$ cat src/include/exec_defines.svh
`ifndef EXEC_DEFINES_SVH
`define EXEC_DEFINES_SVH

// Datapath sizes
`define EXEC_DATA_W 32
`define EXEC_REG_W 5
`define EXEC_LANES 4
`define EXEC_CMD_W 4
`define EXEC_FLAG_W 5

// Flag word layout, sign at the top
`define EXEC_FLAG_SF 4
`define EXEC_FLAG_OF 3
`define EXEC_FLAG_CF 2
`define EXEC_FLAG_PF 1
`define EXEC_FLAG_ZF 0

// ALU command codes
`define EXEC_CMD_AND 4'h0
`define EXEC_CMD_OR 4'h1
`define EXEC_CMD_XOR 4'h2
`define EXEC_CMD_ADD 4'h3
`define EXEC_CMD_SUB 4'h4
`define EXEC_CMD_SHL 4'h5
`define EXEC_CMD_SHR 4'h6
`define EXEC_CMD_SAR 4'h7

`endif

$ cat src/verilog/exec_pkg.sv
`include "exec_defines.svh"

package exec_pkg;

	typedef enum logic [`EXEC_CMD_W-1:0] {
		AND = `EXEC_CMD_AND,
		OR = `EXEC_CMD_OR,
		XOR = `EXEC_CMD_XOR,
		ADD = `EXEC_CMD_ADD,
		SUB = `EXEC_CMD_SUB,
		SHL = `EXEC_CMD_SHL,
		SHR = `EXEC_CMD_SHR,
		SAR = `EXEC_CMD_SAR
	} alu_cmd_e;

	typedef enum logic [1:0] {
		ALU = 2'd0,
		LOAD = 2'd1,
		STORE = 2'd2
	} unit_e;

	// Access size
	typedef enum logic [1:0] {
		BYTE = 2'd0,
		HALF = 2'd1,
		WORD = 2'd2
	} order_e;

	// Decoded op from the previous stage
	typedef struct packed {
		logic valid;
		unit_e unit;
		alu_cmd_e cmd;
		order_e order;
		logic [`EXEC_DATA_W-1:0] src0;
		logic [`EXEC_DATA_W-1:0] src1;
		logic [`EXEC_REG_W-1:0] dest;
		logic writeback;
		logic flags_write;
	} exec_op_t;

	// Data port request, rw set for a write
	typedef struct packed {
		logic req;
		logic rw;
		logic [`EXEC_LANES-1:0] mask;
		logic [`EXEC_DATA_W-1:0] addr;
		logic [`EXEC_DATA_W-1:0] wdata;
	} dataio_req_t;

	typedef struct packed {
		logic valid;
		logic writeback;
		logic [`EXEC_REG_W-1:0] dest;
		logic [`EXEC_DATA_W-1:0] data;
	} wb_t;

	typedef struct packed {
		logic [`EXEC_DATA_W-1:0] data;
		logic [`EXEC_FLAG_W-1:0] flags;
	} alu_res_t;

endpackage

$ cat src/verilog/exec_alu.sv
`include "exec_defines.svh"

module exec_alu (
	input exec_pkg::alu_cmd_e cmd,
	input logic [`EXEC_DATA_W-1:0] src0,
	input logic [`EXEC_DATA_W-1:0] src1,
	output exec_pkg::alu_res_t res
);
	localparam int W = `EXEC_DATA_W;
	localparam int SHW = $clog2(`EXEC_DATA_W);

	logic is_sub;
	logic [W-1:0] add_b;
	logic [W:0] sum;
	logic [SHW-1:0] shamt;
	logic [W:0] shl_wide;
	logic [W:0] shr_wide;
	logic [W:0] sar_wide;
	logic [W-1:0] data;
	logic carry;
	logic overflow;

	// Subtract as add of the inverted operand plus one
	assign is_sub = (cmd == exec_pkg::SUB);
	assign add_b = is_sub ? ~src1 : src1;
	assign sum = {1'b0, src0} + {1'b0, add_b} + {{W{1'b0}}, is_sub};

	// One spare bit catches the last bit shifted out
	assign shamt = src1[SHW-1:0];
	assign shl_wide = {1'b0, src0} << shamt;
	assign shr_wide = {src0, 1'b0} >> shamt;
	assign sar_wide = $signed({src0, 1'b0}) >>> shamt;

	always_comb begin
		data = '0;
		carry = 1'b0;
		overflow = 1'b0;
		case (cmd)
			exec_pkg::AND: data = src0 & src1;
			exec_pkg::OR: data = src0 | src1;
			exec_pkg::XOR: data = src0 ^ src1;
			exec_pkg::ADD, exec_pkg::SUB: begin
				data = sum[W-1:0];
				// Borrow is the inverted carry out
				carry = sum[W] ^ is_sub;
				overflow = (src0[W-1] == add_b[W-1]) && (sum[W-1] != src0[W-1]);
			end
			exec_pkg::SHL: begin
				data = shl_wide[W-1:0];
				carry = shl_wide[W];
			end
			exec_pkg::SHR: begin
				data = shr_wide[W:1];
				carry = shr_wide[0];
			end
			exec_pkg::SAR: begin
				data = sar_wide[W:1];
				carry = sar_wide[0];
			end
			default: data = '0;
		endcase
	end

	always_comb begin
		res.data = data;
		res.flags = '0;
		res.flags[`EXEC_FLAG_SF] = data[W-1];
		res.flags[`EXEC_FLAG_OF] = overflow;
		res.flags[`EXEC_FLAG_CF] = carry;
		// Parity here is just the low result bit
		res.flags[`EXEC_FLAG_PF] = data[0];
		res.flags[`EXEC_FLAG_ZF] = (data == '0);
	end

endmodule

$ cat src/verilog/exec_ldst.sv
`include "exec_defines.svh"

module exec_ldst (
	input logic iCLOCK,
	input logic inRESET,
	input exec_pkg::exec_op_t op,
	input logic accept,
	input logic dataio_busy,
	input logic dataio_ack,
	input logic [`EXEC_DATA_W-1:0] dataio_rdata,
	output exec_pkg::dataio_req_t dataio,
	output logic [`EXEC_DATA_W-1:0] load_data
);
	localparam int W = `EXEC_DATA_W;
	localparam int LANES = `EXEC_LANES;
	localparam int LW = $clog2(`EXEC_LANES);

	logic is_store;
	logic is_mem;
	logic [W-1:0] addr;
	logic [LW-1:0] lane;
	logic [LANES-1:0] mask;
	logic [W-1:0] wdata;
	logic req_q;
	logic rw_q;
	logic [LANES-1:0] mask_q;
	logic [W-1:0] addr_q;
	logic [W-1:0] wdata_q;
	logic [LW-1:0] lane_q;
	exec_pkg::order_e order_q;
	logic [W-1:0] shifted;

	assign is_store = (op.unit == exec_pkg::STORE);
	assign is_mem = accept && (is_store || op.unit == exec_pkg::LOAD);

	// Stores carry their data in src1, so src0 alone is the address
	assign addr = is_store ? op.src0 : op.src0 + op.src1;

	// Lane offset, rounded down to the access size
	always_comb begin
		case (op.order)
			exec_pkg::BYTE: lane = addr[LW-1:0];
			exec_pkg::HALF: lane = {addr[LW-1], 1'b0};
			default: lane = '0;
		endcase
	end

	// Lane mask and store data moved up to its lanes
	always_comb begin
		case (op.order)
			exec_pkg::BYTE: begin
				mask = LANES'(1) << lane;
				wdata = W'(op.src1[7:0]) << {lane, 3'b000};
			end
			exec_pkg::HALF: begin
				mask = LANES'(3) << lane;
				wdata = W'(op.src1[15:0]) << {lane, 3'b000};
			end
			default: begin
				mask = '1;
				wdata = op.src1;
			end
		endcase
	end

	// Request level, dropped on the first edge the port is free
	always_ff @(posedge iCLOCK or negedge inRESET) begin
		if (!inRESET) begin
			req_q <= 1'b0;
		end
		else if (is_mem) begin
			req_q <= 1'b1;
		end
		else if (req_q && !dataio_busy) begin
			req_q <= 1'b0;
		end
	end

	// Request fields stay put until the next memory op
	always_ff @(posedge iCLOCK) begin
		if (is_mem) begin
			rw_q <= is_store;
			mask_q <= mask;
			addr_q <= addr;
			wdata_q <= wdata;
			lane_q <= lane;
			order_q <= op.order;
		end
	end

	assign dataio = '{req: req_q, rw: rw_q, mask: mask_q, addr: addr_q, wdata: wdata_q};

	// Returned word shifted down to lane zero
	assign shifted = dataio_rdata >> {lane_q, 3'b000};

	always_comb begin
		load_data = '0;
		if (dataio_ack) begin
			case (order_q)
				exec_pkg::BYTE: load_data = W'(shifted[7:0]);
				exec_pkg::HALF: load_data = W'(shifted[15:0]);
				default: load_data = shifted;
			endcase
		end
	end

endmodule

$ cat src/verilog/exec_control.sv
`include "exec_defines.svh"

module exec_control (
	input logic iCLOCK,
	input logic inRESET,
	input exec_pkg::exec_op_t op,
	input exec_pkg::alu_res_t alu,
	input logic [`EXEC_DATA_W-1:0] load_data,
	input logic dataio_ack,
	output logic accept,
	output logic lock,
	output exec_pkg::wb_t wb,
	output logic [`EXEC_FLAG_W-1:0] flags
);
	typedef enum logic [1:0] {
		ST_NORMAL,
		ST_LOAD_WAIT,
		ST_STORE_WAIT
	} state_e;

	state_e state;
	logic is_load;
	logic is_store;
	logic is_alu;
	logic wb_valid;
	logic wb_writeback;
	logic [`EXEC_REG_W-1:0] wb_dest;
	logic [`EXEC_DATA_W-1:0] wb_data;

	assign is_load = (op.unit == exec_pkg::LOAD);
	assign is_store = (op.unit == exec_pkg::STORE);
	assign is_alu = !is_load && !is_store;

	// Previous stage holds while a memory access is outstanding
	assign lock = (state != ST_NORMAL);
	assign accept = op.valid && !lock;

	always_ff @(posedge iCLOCK or negedge inRESET) begin
		if (!inRESET) begin
			state <= ST_NORMAL;
		end
		else begin
			case (state)
				ST_NORMAL: begin
					if (accept && is_load) begin
						state <= ST_LOAD_WAIT;
					end
					else if (accept && is_store) begin
						state <= ST_STORE_WAIT;
					end
				end
				default: begin
					// Both wait states end on the acknowledge
					if (dataio_ack) begin
						state <= ST_NORMAL;
					end
				end
			endcase
		end
	end

	// Writeback strobe and flag register
	always_ff @(posedge iCLOCK or negedge inRESET) begin
		if (!inRESET) begin
			wb_valid <= 1'b0;
			wb_writeback <= 1'b0;
			flags <= '0;
		end
		else begin
			wb_valid <= 1'b0;
			if (accept) begin
				// Memory ops report later, on the acknowledge
				wb_valid <= is_alu;
				wb_writeback <= op.writeback && !is_store;
				if (is_alu && op.flags_write) begin
					flags <= alu.flags;
				end
			end
			else if (lock && dataio_ack) begin
				wb_valid <= 1'b1;
			end
		end
	end

	always_ff @(posedge iCLOCK) begin
		if (accept) begin
			wb_dest <= op.dest;
			wb_data <= alu.data;
		end
		else if (state == ST_LOAD_WAIT && dataio_ack) begin
			wb_data <= load_data;
		end
	end

	assign wb = '{valid: wb_valid, writeback: wb_writeback, dest: wb_dest, data: wb_data};

endmodule

$ cat src/verilog/exec_top.sv
`include "exec_defines.svh"

module exec_top (
	input logic iCLOCK,
	input logic inRESET,
	input exec_pkg::exec_op_t op,
	input logic dataio_busy,
	input logic dataio_ack,
	input logic [`EXEC_DATA_W-1:0] dataio_rdata,
	output logic lock,
	output exec_pkg::dataio_req_t dataio,
	output exec_pkg::wb_t wb,
	output logic [`EXEC_FLAG_W-1:0] flags
);
	logic accept;
	exec_pkg::alu_res_t alu_res;
	logic [`EXEC_DATA_W-1:0] load_data;

	exec_alu exec_alu_inst (
		.cmd(op.cmd),
		.src0(op.src0),
		.src1(op.src1),
		.res(alu_res)
	);

	exec_ldst exec_ldst_inst (
		.iCLOCK(iCLOCK),
		.inRESET(inRESET),
		.op(op),
		.accept(accept),
		.dataio_busy(dataio_busy),
		.dataio_ack(dataio_ack),
		.dataio_rdata(dataio_rdata),
		.dataio(dataio),
		.load_data(load_data)
	);

	exec_control exec_control_inst (
		.iCLOCK(iCLOCK),
		.inRESET(inRESET),
		.op(op),
		.alu(alu_res),
		.load_data(load_data),
		.dataio_ack(dataio_ack),
		.accept(accept),
		.lock(lock),
		.wb(wb),
		.flags(flags)
	);

endmodule

$ cat config.mk
export PLATFORM = sky130hd
export DESIGN_NAME = exec_top
export DESIGN_NICKNAME = d
export VERILOG_FILES = /design/src/verilog/exec_pkg.sv /design/src/verilog/exec_alu.sv /design/src/verilog/exec_ldst.sv /design/src/verilog/exec_control.sv /design/src/verilog/exec_top.sv
export VERILOG_INCLUDE_DIRS = /design/src /design/src/include
export SDC_FILE = /design/constraint.sdc
export NUM_CORES = 1
export LEC_CHECK = 0
export BUFFER_PORTS_ARGS = -buffer_cell sky130_fd_sc_hd__buf_2
export CAP_MARGIN = 20
export CELL_PAD_IN_SITES_DETAIL_PLACEMENT = 1
export CELL_PAD_IN_SITES_GLOBAL_PLACEMENT = 1
export CORE_AREA = 3 3 211 213
export CTS_CLUSTER_SIZE = 30
export DETAILED_ROUTE_END_ITERATION = 6
export DIE_AREA = 0 0 214 216
export PLACE_DENSITY_LB_ADDON = 0.1
export SLEW_MARGIN = 40
export SYNTH_ARGS = -nofsm -noshare
export SYNTH_HDL_FRONTEND = slang
export SYNTH_SLANG_ARGS = --single-unit
$ cat constraint.sdc
create_clock -name iCLOCK -period 11.2 [get_ports iCLOCK]
set_input_delay 0.56 -clock iCLOCK [delete_from_list [all_inputs] [get_ports iCLOCK]]
set_output_delay 0.56 -clock iCLOCK [all_outputs]
set_load 0.05 [all_outputs]
## After elaboration in Yosys (flattened, before gate mapping)

Cells that the tools add are included.

| cells by class | value |
|---|---|
| $add $sub $neg | 3 |
| eq/ne operators | 15 |
| shift-type cells | 8 |
| multiplexer cells | 20 |
| bitwise operators | 5 |
| reductions and logical operators | 28 |

Operators with widths:

| cell | count |
|---|---|
| case mux 32 bit (7 select lines) | 1 |
| two-way mux 32 bit | 5 |
| case mux 32 bit (2 select lines) | 2 |
| adder 32 x 32 -> 33 bit | 1 |
| adder 33 x 1 -> 33 bit | 1 |
| left shift 32 x 5 -> 33 bit | 1 |
| >> shifter 33 x 5 -> 33 bit | 1 |
| >>> shifter 33 x 5 -> 33 bit | 1 |
| adder 32 bit | 1 |
| bitwise AND 32 bit | 1 |
| logical NOT 32 bit | 1 |
| inverter 32 bit | 1 |
| bitwise OR 32 bit | 1 |
| left shift 16 x 5 -> 32 bit | 1 |
| left shift 8 x 5 -> 32 bit | 1 |
| >> shifter 32 x 5 -> 32 bit | 1 |
| XOR 32 bit | 1 |
| equality test 4 x 3 -> 1 bit (second input constant) | 4 |
| logical AND 1 bit | 11 |
| equality test 2 x 1 -> 1 bit (second input constant) | 4 |
| equality test 4 x 2 -> 1 bit (second input constant) | 2 |
| two-way mux 2 bit | 4 |
| case mux 4 bit (2 select lines) | 1 |
| nonzero test 2 bit | 4 |
| 17 further kinds | 27 |

| word-level totals | value |
|---|---|
| flip-flop bits (word level) | 120 |
| bits of input ports | 116 |
| output and inout bits | 115 |
| word-level logic and storage cells | 92 |

## Longest topological paths before layout

| depth | value |
|---|---|
| depth in word-level cells | 7 |
| gate-level depth with buffers | 18 |
| depth with buffers taken out | 15 |

## Modules after synthesis

Synthesis repeated with hierarchy kept, for this count alone.

| second synthesis, totals | value |
|---|---|
| cell total of the unflattened synthesis | 1,889 |
| area total of the unflattened synthesis | 16,364.4 um2 |

Modules (own cells, without submodules):

| module | times used | cells an instance | area an instance (um2) | seq. area each (um2) |
|---|---|---|---|---|
| exec_alu | 1 | 1,228 | 8,886.0 | 0.0 |
| exec_ldst | 1 | 554 | 5,402.7 | 2,217.1 |
| exec_control | 1 | 107 | 2,075.7 | 1,336.3 |

## Least setup slack after synthesis

No wires, ideal clock.

| path | value |
|---|---|
| kind | input-to-reg |
| from | input port op[77] in the netlist's numbering |
| to | register exec_ldst_inst.addr_q[0], enable pin |
| library setup time | 0.506 ns |
| arrival time | 4.001 ns |
| required time | 10.694 ns |
| setup slack | 6.692 ns |
| stages on the path | 3 |
| buffers on the path | 0 |
| path through | inv_1 -> ha_1 -> nor2_1 |

| on the way | value |
|---|---|
| longest elaborated chain between the ends | 3 |
| elaborated cells between the ends (all ways) | 4 |

Ends and longest elaborated chain:

| element | line | source |
|---|---|---|
| from (decl) | exec_top.sv:6 | `input exec_pkg::exec_op_t op,` |
| equality test 2 bit / equality test 2 x 1 -> 1 bit (equally long branches) | exec_ldst.sv:33, exec_ldst.sv:34 |  |
| logical OR 1 bit (*) | exec_ldst.sv:34 | `assign is_mem = accept && (is_store \|\| op.unit == exec_pkg::LOAD);` |
| logical AND 1 bit (*) | exec_ldst.sv:34 |  |
| via exec_ldst_inst.is_mem | exec_ldst.sv:19 | `logic is_mem;` |
| to (signal assigned) | exec_ldst.sv:84 | `addr_q <= addr;` |
| to (decl) | exec_ldst.sv:27 | `logic [W-1:0] addr_q;` |

Mark *: on every way through the listed nets, which the timed path passes. The rest lies on a longest branch.
A chain may end at the register's enable or synchronous reset.

## Final worst setup path

| path | value |
|---|---|
| from | input port op[73] in the netlist's numbering |
| to | register exec_control_inst.flags[0] |

| on the way | value |
|---|---|
| longest elaborated chain between the ends | 6 |
| elaborated cells between the ends (all ways) | 14 |

Ends and longest elaborated chain:

| element | line | source |
|---|---|---|
| equality test 4 x 3 -> 1 bit | exec_alu.sv:24, exec_alu.sv:38 |  |
| two-way mux 32 bit | exec_alu.sv:25 | `assign add_b = is_sub ? ~src1 : src1;` |
| adder 32 x 32 -> 33 bit | exec_alu.sv:26 | `assign sum = {1'b0, src0} + {1'b0, add_b} + {{W{1'b0}}, is_sub};` |
| adder 33 x 1 -> 33 bit | exec_alu.sv:26 |  |
| case mux 32 bit (7 select lines) (*) | exec_alu.sv:38 | `case (cmd)` |
| logical NOT 32 bit (*) | exec_alu.sv:72 | `` res.flags[`EXEC_FLAG_ZF] = (data == '0); `` |
| to (signal assigned) | exec_control.sv:76 | `flags <= alu.flags;` |
| to (decl) | exec_control.sv:13 | `` output logic [`EXEC_FLAG_W-1:0] flags `` |

Every way passes the cells marked *; elsewhere a longest branch is shown, timed or not.

==> impl_results.html <==
<table>
<tr><th>Metric</th><th>Value</th></tr>
<tr><th colspan="2">Timing</th></tr>
<tr><td>Post-Route Hold Slack</td><td>0.263 ns</td></tr>
<tr><td>Slew Limit Headroom</td><td>0.384</td></tr>
<tr><td>Setup WS post-layout</td><td>6.06 ns</td></tr>
<tr><td>Clock skew after layout</td><td>0.0165 ns</td></tr>
<tr><td>Transition time at the pin with the least slew margin</td><td>0.919 ns</td></tr>
<tr><td>Number of slew-limit violations in the final report</td><td>0</td></tr>
<tr><td>Unrepaired setup endpoints after global routing</td><td>no</td></tr>
<tr><td>Hold Violations, Final</td><td>0</td></tr>
<tr><td>Top achievable clock speed</td><td>195 MHz</td></tr>
<tr><td>Summed negative setup slack over all endpoints</td><td>0 ns</td></tr>
<tr><td>Final worst path period need</td><td>5.14 ns</td></tr>
<tr><td>Final setup violating endpoints</td><td>0</td></tr>
<tr><td>Post-route fraction of the period consumed by the critical path</td><td>0.459</td></tr>
<tr><th colspan="2">Synth</th></tr>
<tr><td>Average cell area after synthesis</td><td>8.56 um^2</td></tr>
<tr><td>Number of enable-type register cells in the synthesized netlist</td><td>110</td></tr>
<tr><td>Synthesized netlist cell count</td><td>1749</td></tr>
<tr><td>Number of register bits inferred by synthesis</td><td>120</td></tr>
<tr><td>Post-synth design cell area</td><td>15000 um^2</td></tr>
<tr><td>Most instantiated flip-flop cell in the synthesis netlist</td><td>sky130_fd_sc_hd__edfxtp_1</td></tr>
<tr><td>Syn Nets</td><td>1973</td></tr>
<tr><td>Seq/Total Area, Yosys</td><td>0.237</td></tr>
<tr><td>Count of cell types in the netlist</td><td>92</td></tr>
<tr><td>Warnings from Yosys</td><td>0</td></tr>
<tr><td>FFs w/ async S/R, synth</td><td>0.0833</td></tr>
<tr><th colspan="2">Critical path</th></tr>
<tr><td>Kind of end point of the critical path</td><td>register</td></tr>
<tr><td>Worst R2R Setup Slack</td><td>7.15 ns</td></tr>
<tr><td>Category of the most critical setup path</td><td>in2reg</td></tr>
<tr><td>Endpoint of the most critical register-to-register path</td><td>exec_control_inst.flags[0]</td></tr>
<tr><td>Worst path arrival time</td><td>5.54 ns</td></tr>
<tr><td>Delay of the slowest critical-path stage</td><td>0.56 ns</td></tr>
<tr><td>Buffers plus inverters on the worst setup path</td><td>3</td></tr>
<tr><td>CP Data Required Time</td><td>11.60 ns</td></tr>
<tr><td>Worst setup path startpoint</td><td>op[73]</td></tr>
<tr><td>Critical path's slowest cell</td><td>sky130_fd_sc_hd__buf_4</td></tr>
<tr><td>Reg2reg path depth</td><td>11</td></tr>
<tr><td>Kind of start point of the critical path</td><td>primary input</td></tr>
<tr><td>Termination of the worst setup path</td><td>exec_control_inst.flags[0]</td></tr>
<tr><td>Series of cell instances along the critical path</td><td>buf_2 -&gt; buf_4 -&gt; nor4b_2 -&gt; buf_4 -&gt; xnor2_1 -&gt; ha_1 -&gt; and3b_1 -&gt; or3_1 -&gt; a32o_1 -&gt; a211oi_2 -&gt; o2111ai_1 -&gt; nor4b_2 -&gt; nand4_1 -&gt; nor4_1 -&gt; nand4_1 -&gt; nor4_1 -&gt; a32o_1</td></tr>
<tr><td>Logic depth of the worst setup path including buffers</td><td>17</td></tr>
<tr><td>Critical path peak fanout</td><td>52</td></tr>
<tr><td>Startpoint of the lowest-slack register-to-register path</td><td>exec_control_inst.state[0]</td></tr>
<tr><td>Gate family responsible for the most delay along the worst path</td><td>simple AND/OR/NAND/NOR gates</td></tr>
<tr><th colspan="2">Die</th></tr>
<tr><td>Top Ports</td><td>231</td></tr>
<tr><td>Placement Rows</td><td>76</td></tr>
<tr><td>Starting density of the core</td><td>0.349</td></tr>
<tr><td>Core Footprint</td><td>42900 um^2</td></tr>
<tr><td>Horizontal extent of the die</td><td>214 um</td></tr>
<tr><td>Die Y-Extent</td><td>216 um</td></tr>
<tr><td>DIE AREA</td><td>46200 um^2</td></tr>
<tr><th colspan="2">Final layout</th></tr>
<tr><td>Number of filler cells placed in the layout</td><td>5091</td></tr>
<tr><td>Count of nets after finishing</td><td>2106</td></tr>
<tr><td>Fraction of layout instances using a drive strength above 1</td><td>0.207</td></tr>
<tr><td>Post-Layout Inst Area</td><td>17100 um^2</td></tr>
<tr><td>P&amp;R area growth vs syn</td><td>13.9%</td></tr>
<tr><td>N_diodes</td><td>0</td></tr>
<tr><th colspan="2">Drt</th></tr>
<tr><td>Violation count after the first detailed-route iteration</td><td>1342</td></tr>
<tr><td>Total wirelength of the detailed-routed design</td><td>72.8 mm</td></tr>
<tr><td>Average detailed-routed wire length per instance</td><td>29.3 um</td></tr>
<tr><td>ANT nets after route</td><td>0</td></tr>
<tr><td>Average vias per placed instance</td><td>6.10</td></tr>
<tr><td>Remaining routing DRC violations</td><td>0</td></tr>
<tr><td>Via count</td><td>15100</td></tr>
<tr><td>1st-pass router iterations</td><td>6</td></tr>
<tr><th colspan="2">Global route</th></tr>
<tr><td>Global-route wire length before repair</td><td>107 mm</td></tr>
<tr><td>Initial antenna violation count</td><td>0</td></tr>
<tr><td>GRT Total Usage</td><td>0.311</td></tr>
<tr><td>Grt total ovfl</td><td>0</td></tr>
<tr><td>Via count of the first global-routing pass</td><td>15100</td></tr>
<tr><td>Pin count of the biggest net entering global routing</td><td>62</td></tr>
<tr><th colspan="2">Outcome</th></tr>
<tr><td>Result of the run</td><td>finished clean</td></tr>
<tr><th colspan="2">Clocking</th></tr>
<tr><td>Clk root buf</td><td>sky130_fd_sc_hd__clkbuf_16</td></tr>
<tr><td>Clock-pin transition on the worst setup and hold timing paths</td><td>0.06 ns</td></tr>
<tr><td>Inserted Clock Buffers</td><td>17</td></tr>
<tr><td>Post_cts resized</td><td>0</td></tr>
<tr><td>CTS tree</td><td>yes</td></tr>
<tr><td>Clock latency on the worst-skew pair</td><td>0.47 ns</td></tr>
<tr><td>Sink count of the clock tree</td><td>120</td></tr>
<tr><td>Number of H-tree levels</td><td>4</td></tr>
<tr><td>Clock Tree Buf Depth</td><td>2</td></tr>
<tr><th colspan="2">Place</th></tr>
<tr><td>Port Buf Inserts</td><td>230</td></tr>
<tr><td>HPWL after detailed placement</td><td>56.8 mm</td></tr>
<tr><td>Weighted congestion reported at the end of routability-driven placement</td><td>1.01</td></tr>
<tr><td>Area of placed instances</td><td>16500 um^2</td></tr>
<tr><td>DP Worst Slack</td><td>5.66 ns</td></tr>
<tr><th colspan="2">Power and ir drop</th></tr>
<tr><td>Overall power of the completed layout</td><td>2020 uW</td></tr>
<tr><td>Power density normalized to cell area</td><td>118 nW/um^2</td></tr>
<tr><td>Leakage</td><td>0.00705 uW</td></tr>
<tr><td>Worst vdd rail ir drop</td><td>0.0000969 V</td></tr>
<tr><th colspan="2">Worst hold path</th></tr>
<tr><td>Type of the most critical hold path</td><td>in2reg</td></tr>
<tr><td>Hold_sp</td><td>op[4]</td></tr>
<tr><td>Cell depth of the worst hold path</td><td>1</td></tr>
<tr><th colspan="2">Job</th></tr>
<tr><td>Max_cap viols</td><td>0</td></tr>
</table>
==> what timing repair did <==
action                    CTS  global route
hold buffers                1             0
setup buffers               0             0
hold endpoints to repair   10             0
==> routing by layer <==
| metal | part of all wire | GRT usage | wire [um] | vias up |
|---|---|---|---|---|
| li1 | - | - | - | 6844 |
| met1 | 0.45 | 0.428 | 33100 | 7650 |
| met2 | 0.46 | 0.495 | 33100 | 523 |
| met3 | 0.047 | 0.0398 | 3430 | 99 |
| met4 | 0.043 | 0.129 | 3140 | 0 |
| met5 | 0 | 0 | 0 | - |
==> through the flow <==
step	instances	util
6_report	2480	0.398
5_1_grt	2480	0.398
4_1_cts	2480	0.397
3_5_place_dp	2447	0.384
3_3_place_gp	2447	0.384
2_1_floorplan	1749	-
==> synth_stat cells (20+ instances only) <==
cell / number / area (um^2)
sky130_fd_sc_hd__xnor2_1: 55 / 482
sky130_fd_sc_hd__nor3_1: 36 / 180
sky130_fd_sc_hd__nor2b_1: 21 / 131
sky130_fd_sc_hd__nand3_1: 32 / 160
sky130_fd_sc_hd__inv_1: 81 / 304
sky130_fd_sc_hd__nand2_1: 200 / 751
sky130_fd_sc_hd__buf_2: 24 / 120
sky130_fd_sc_hd__mux4_2: 41 / 923
sky130_fd_sc_hd__a22o_1: 20 / 175
sky130_fd_sc_hd__o211ai_1: 29 / 218
sky130_fd_sc_hd__a21oi_1: 106 / 531
sky130_fd_sc_hd__o21ai_0: 125 / 626
sky130_fd_sc_hd__ha_1: 106 / 1330
sky130_fd_sc_hd__mux2_2: 25 / 282
sky130_fd_sc_hd__nor2_1: 103 / 387
sky130_fd_sc_hd__edfxtp_1: 110 / 3300
sky130_fd_sc_hd__o22ai_1: 47 / 294
sky130_fd_sc_hd__mux2i_1: 119 / 1190
sky130_fd_sc_hd__a211oi_1: 27 / 203
sky130_fd_sc_hd__clkbuf_1: 86 / 323
==> layout make-up <==
cell class,instances,area (um^2),area share
Clock buffer,18,429,0.0252
Clock inverter,14,138,0.00807
Multi-Input combinational cell,1399,10500,0.616
Inverter,85,319,0.0187
Sequential cell,120,3550,0.208
Timing Repair Buffer,259,1380,0.0809
Tap cell,585,732,0.0429
==> power breakdown <==
| group | internal [uW] | leakage [uW] | switching (uW) |
|---|---|---|---|
| registers | 547 | 0.00119 | 12.2 |
| logic | 280 | 0.00559 | 629 |
| clock network | 309 | 0.000273 | 241 |
==> worst min-delay path by stage <==
stage / to / slack (ns)
detailed placement: exec_control_inst.flags[2] / 0.44
CTS: exec_control_inst.wb_dest[1] / 0.23
finish: exec_control_inst.wb_dest[2] / 0.26
global placement: exec_control_inst.flags[3] / 0.44
floorplan: exec_control_inst.flags[0] / 0.26
global route: exec_control_inst.wb_dest[0] / 0.24
==> layout by cell type (no fill, tap or decap), drive strengths merged, types with 55 or more instances in the layout <==
| cell type | n |
|---|---|
| edfxtp | 110 |
| xnor2 | 55 |
| inv | 91 |
| o21ai | 129 |
| nor2 | 103 |
| buf | 258 |
| ha | 106 |
| nand2 | 200 |
| mux2i | 120 |
| a21oi | 108 |
==> registers in the layout, summed over array words and instances, names as in the netlist <==
name                            flops
exec_control_inst.flags             5
exec_control_inst.wb_writeback      1
exec_control_inst.state             2
exec_ldst_inst.wdata_q             32
exec_ldst_inst.rw_q                 1
exec_control_inst.wb_dest           5
exec_ldst_inst.order_q              2
exec_ldst_inst.mask_q               4
exec_control_inst.wb_valid          1
exec_ldst_inst.req_q                1
exec_control_inst.wb_data          32
exec_ldst_inst.addr_q              32
exec_ldst_inst.lane_q               2
==> cells by family (layout without fill, tap and decap cells) <==
group | after synthesis | after routing | share of synthesized area
simple gates | 504 | 504 | 0.161
compound gates | 523 | 523 | 0.231
fa+ha+maj | 108 | 108 | 0.0913
xor+xnor | 72 | 72 | 0.0421
mux | 192 | 192 | 0.170
buf+inv | 230 | 376 | 0.0670
flops | 120 | 120 | 0.237
Power figures use the tool's default switching activity.
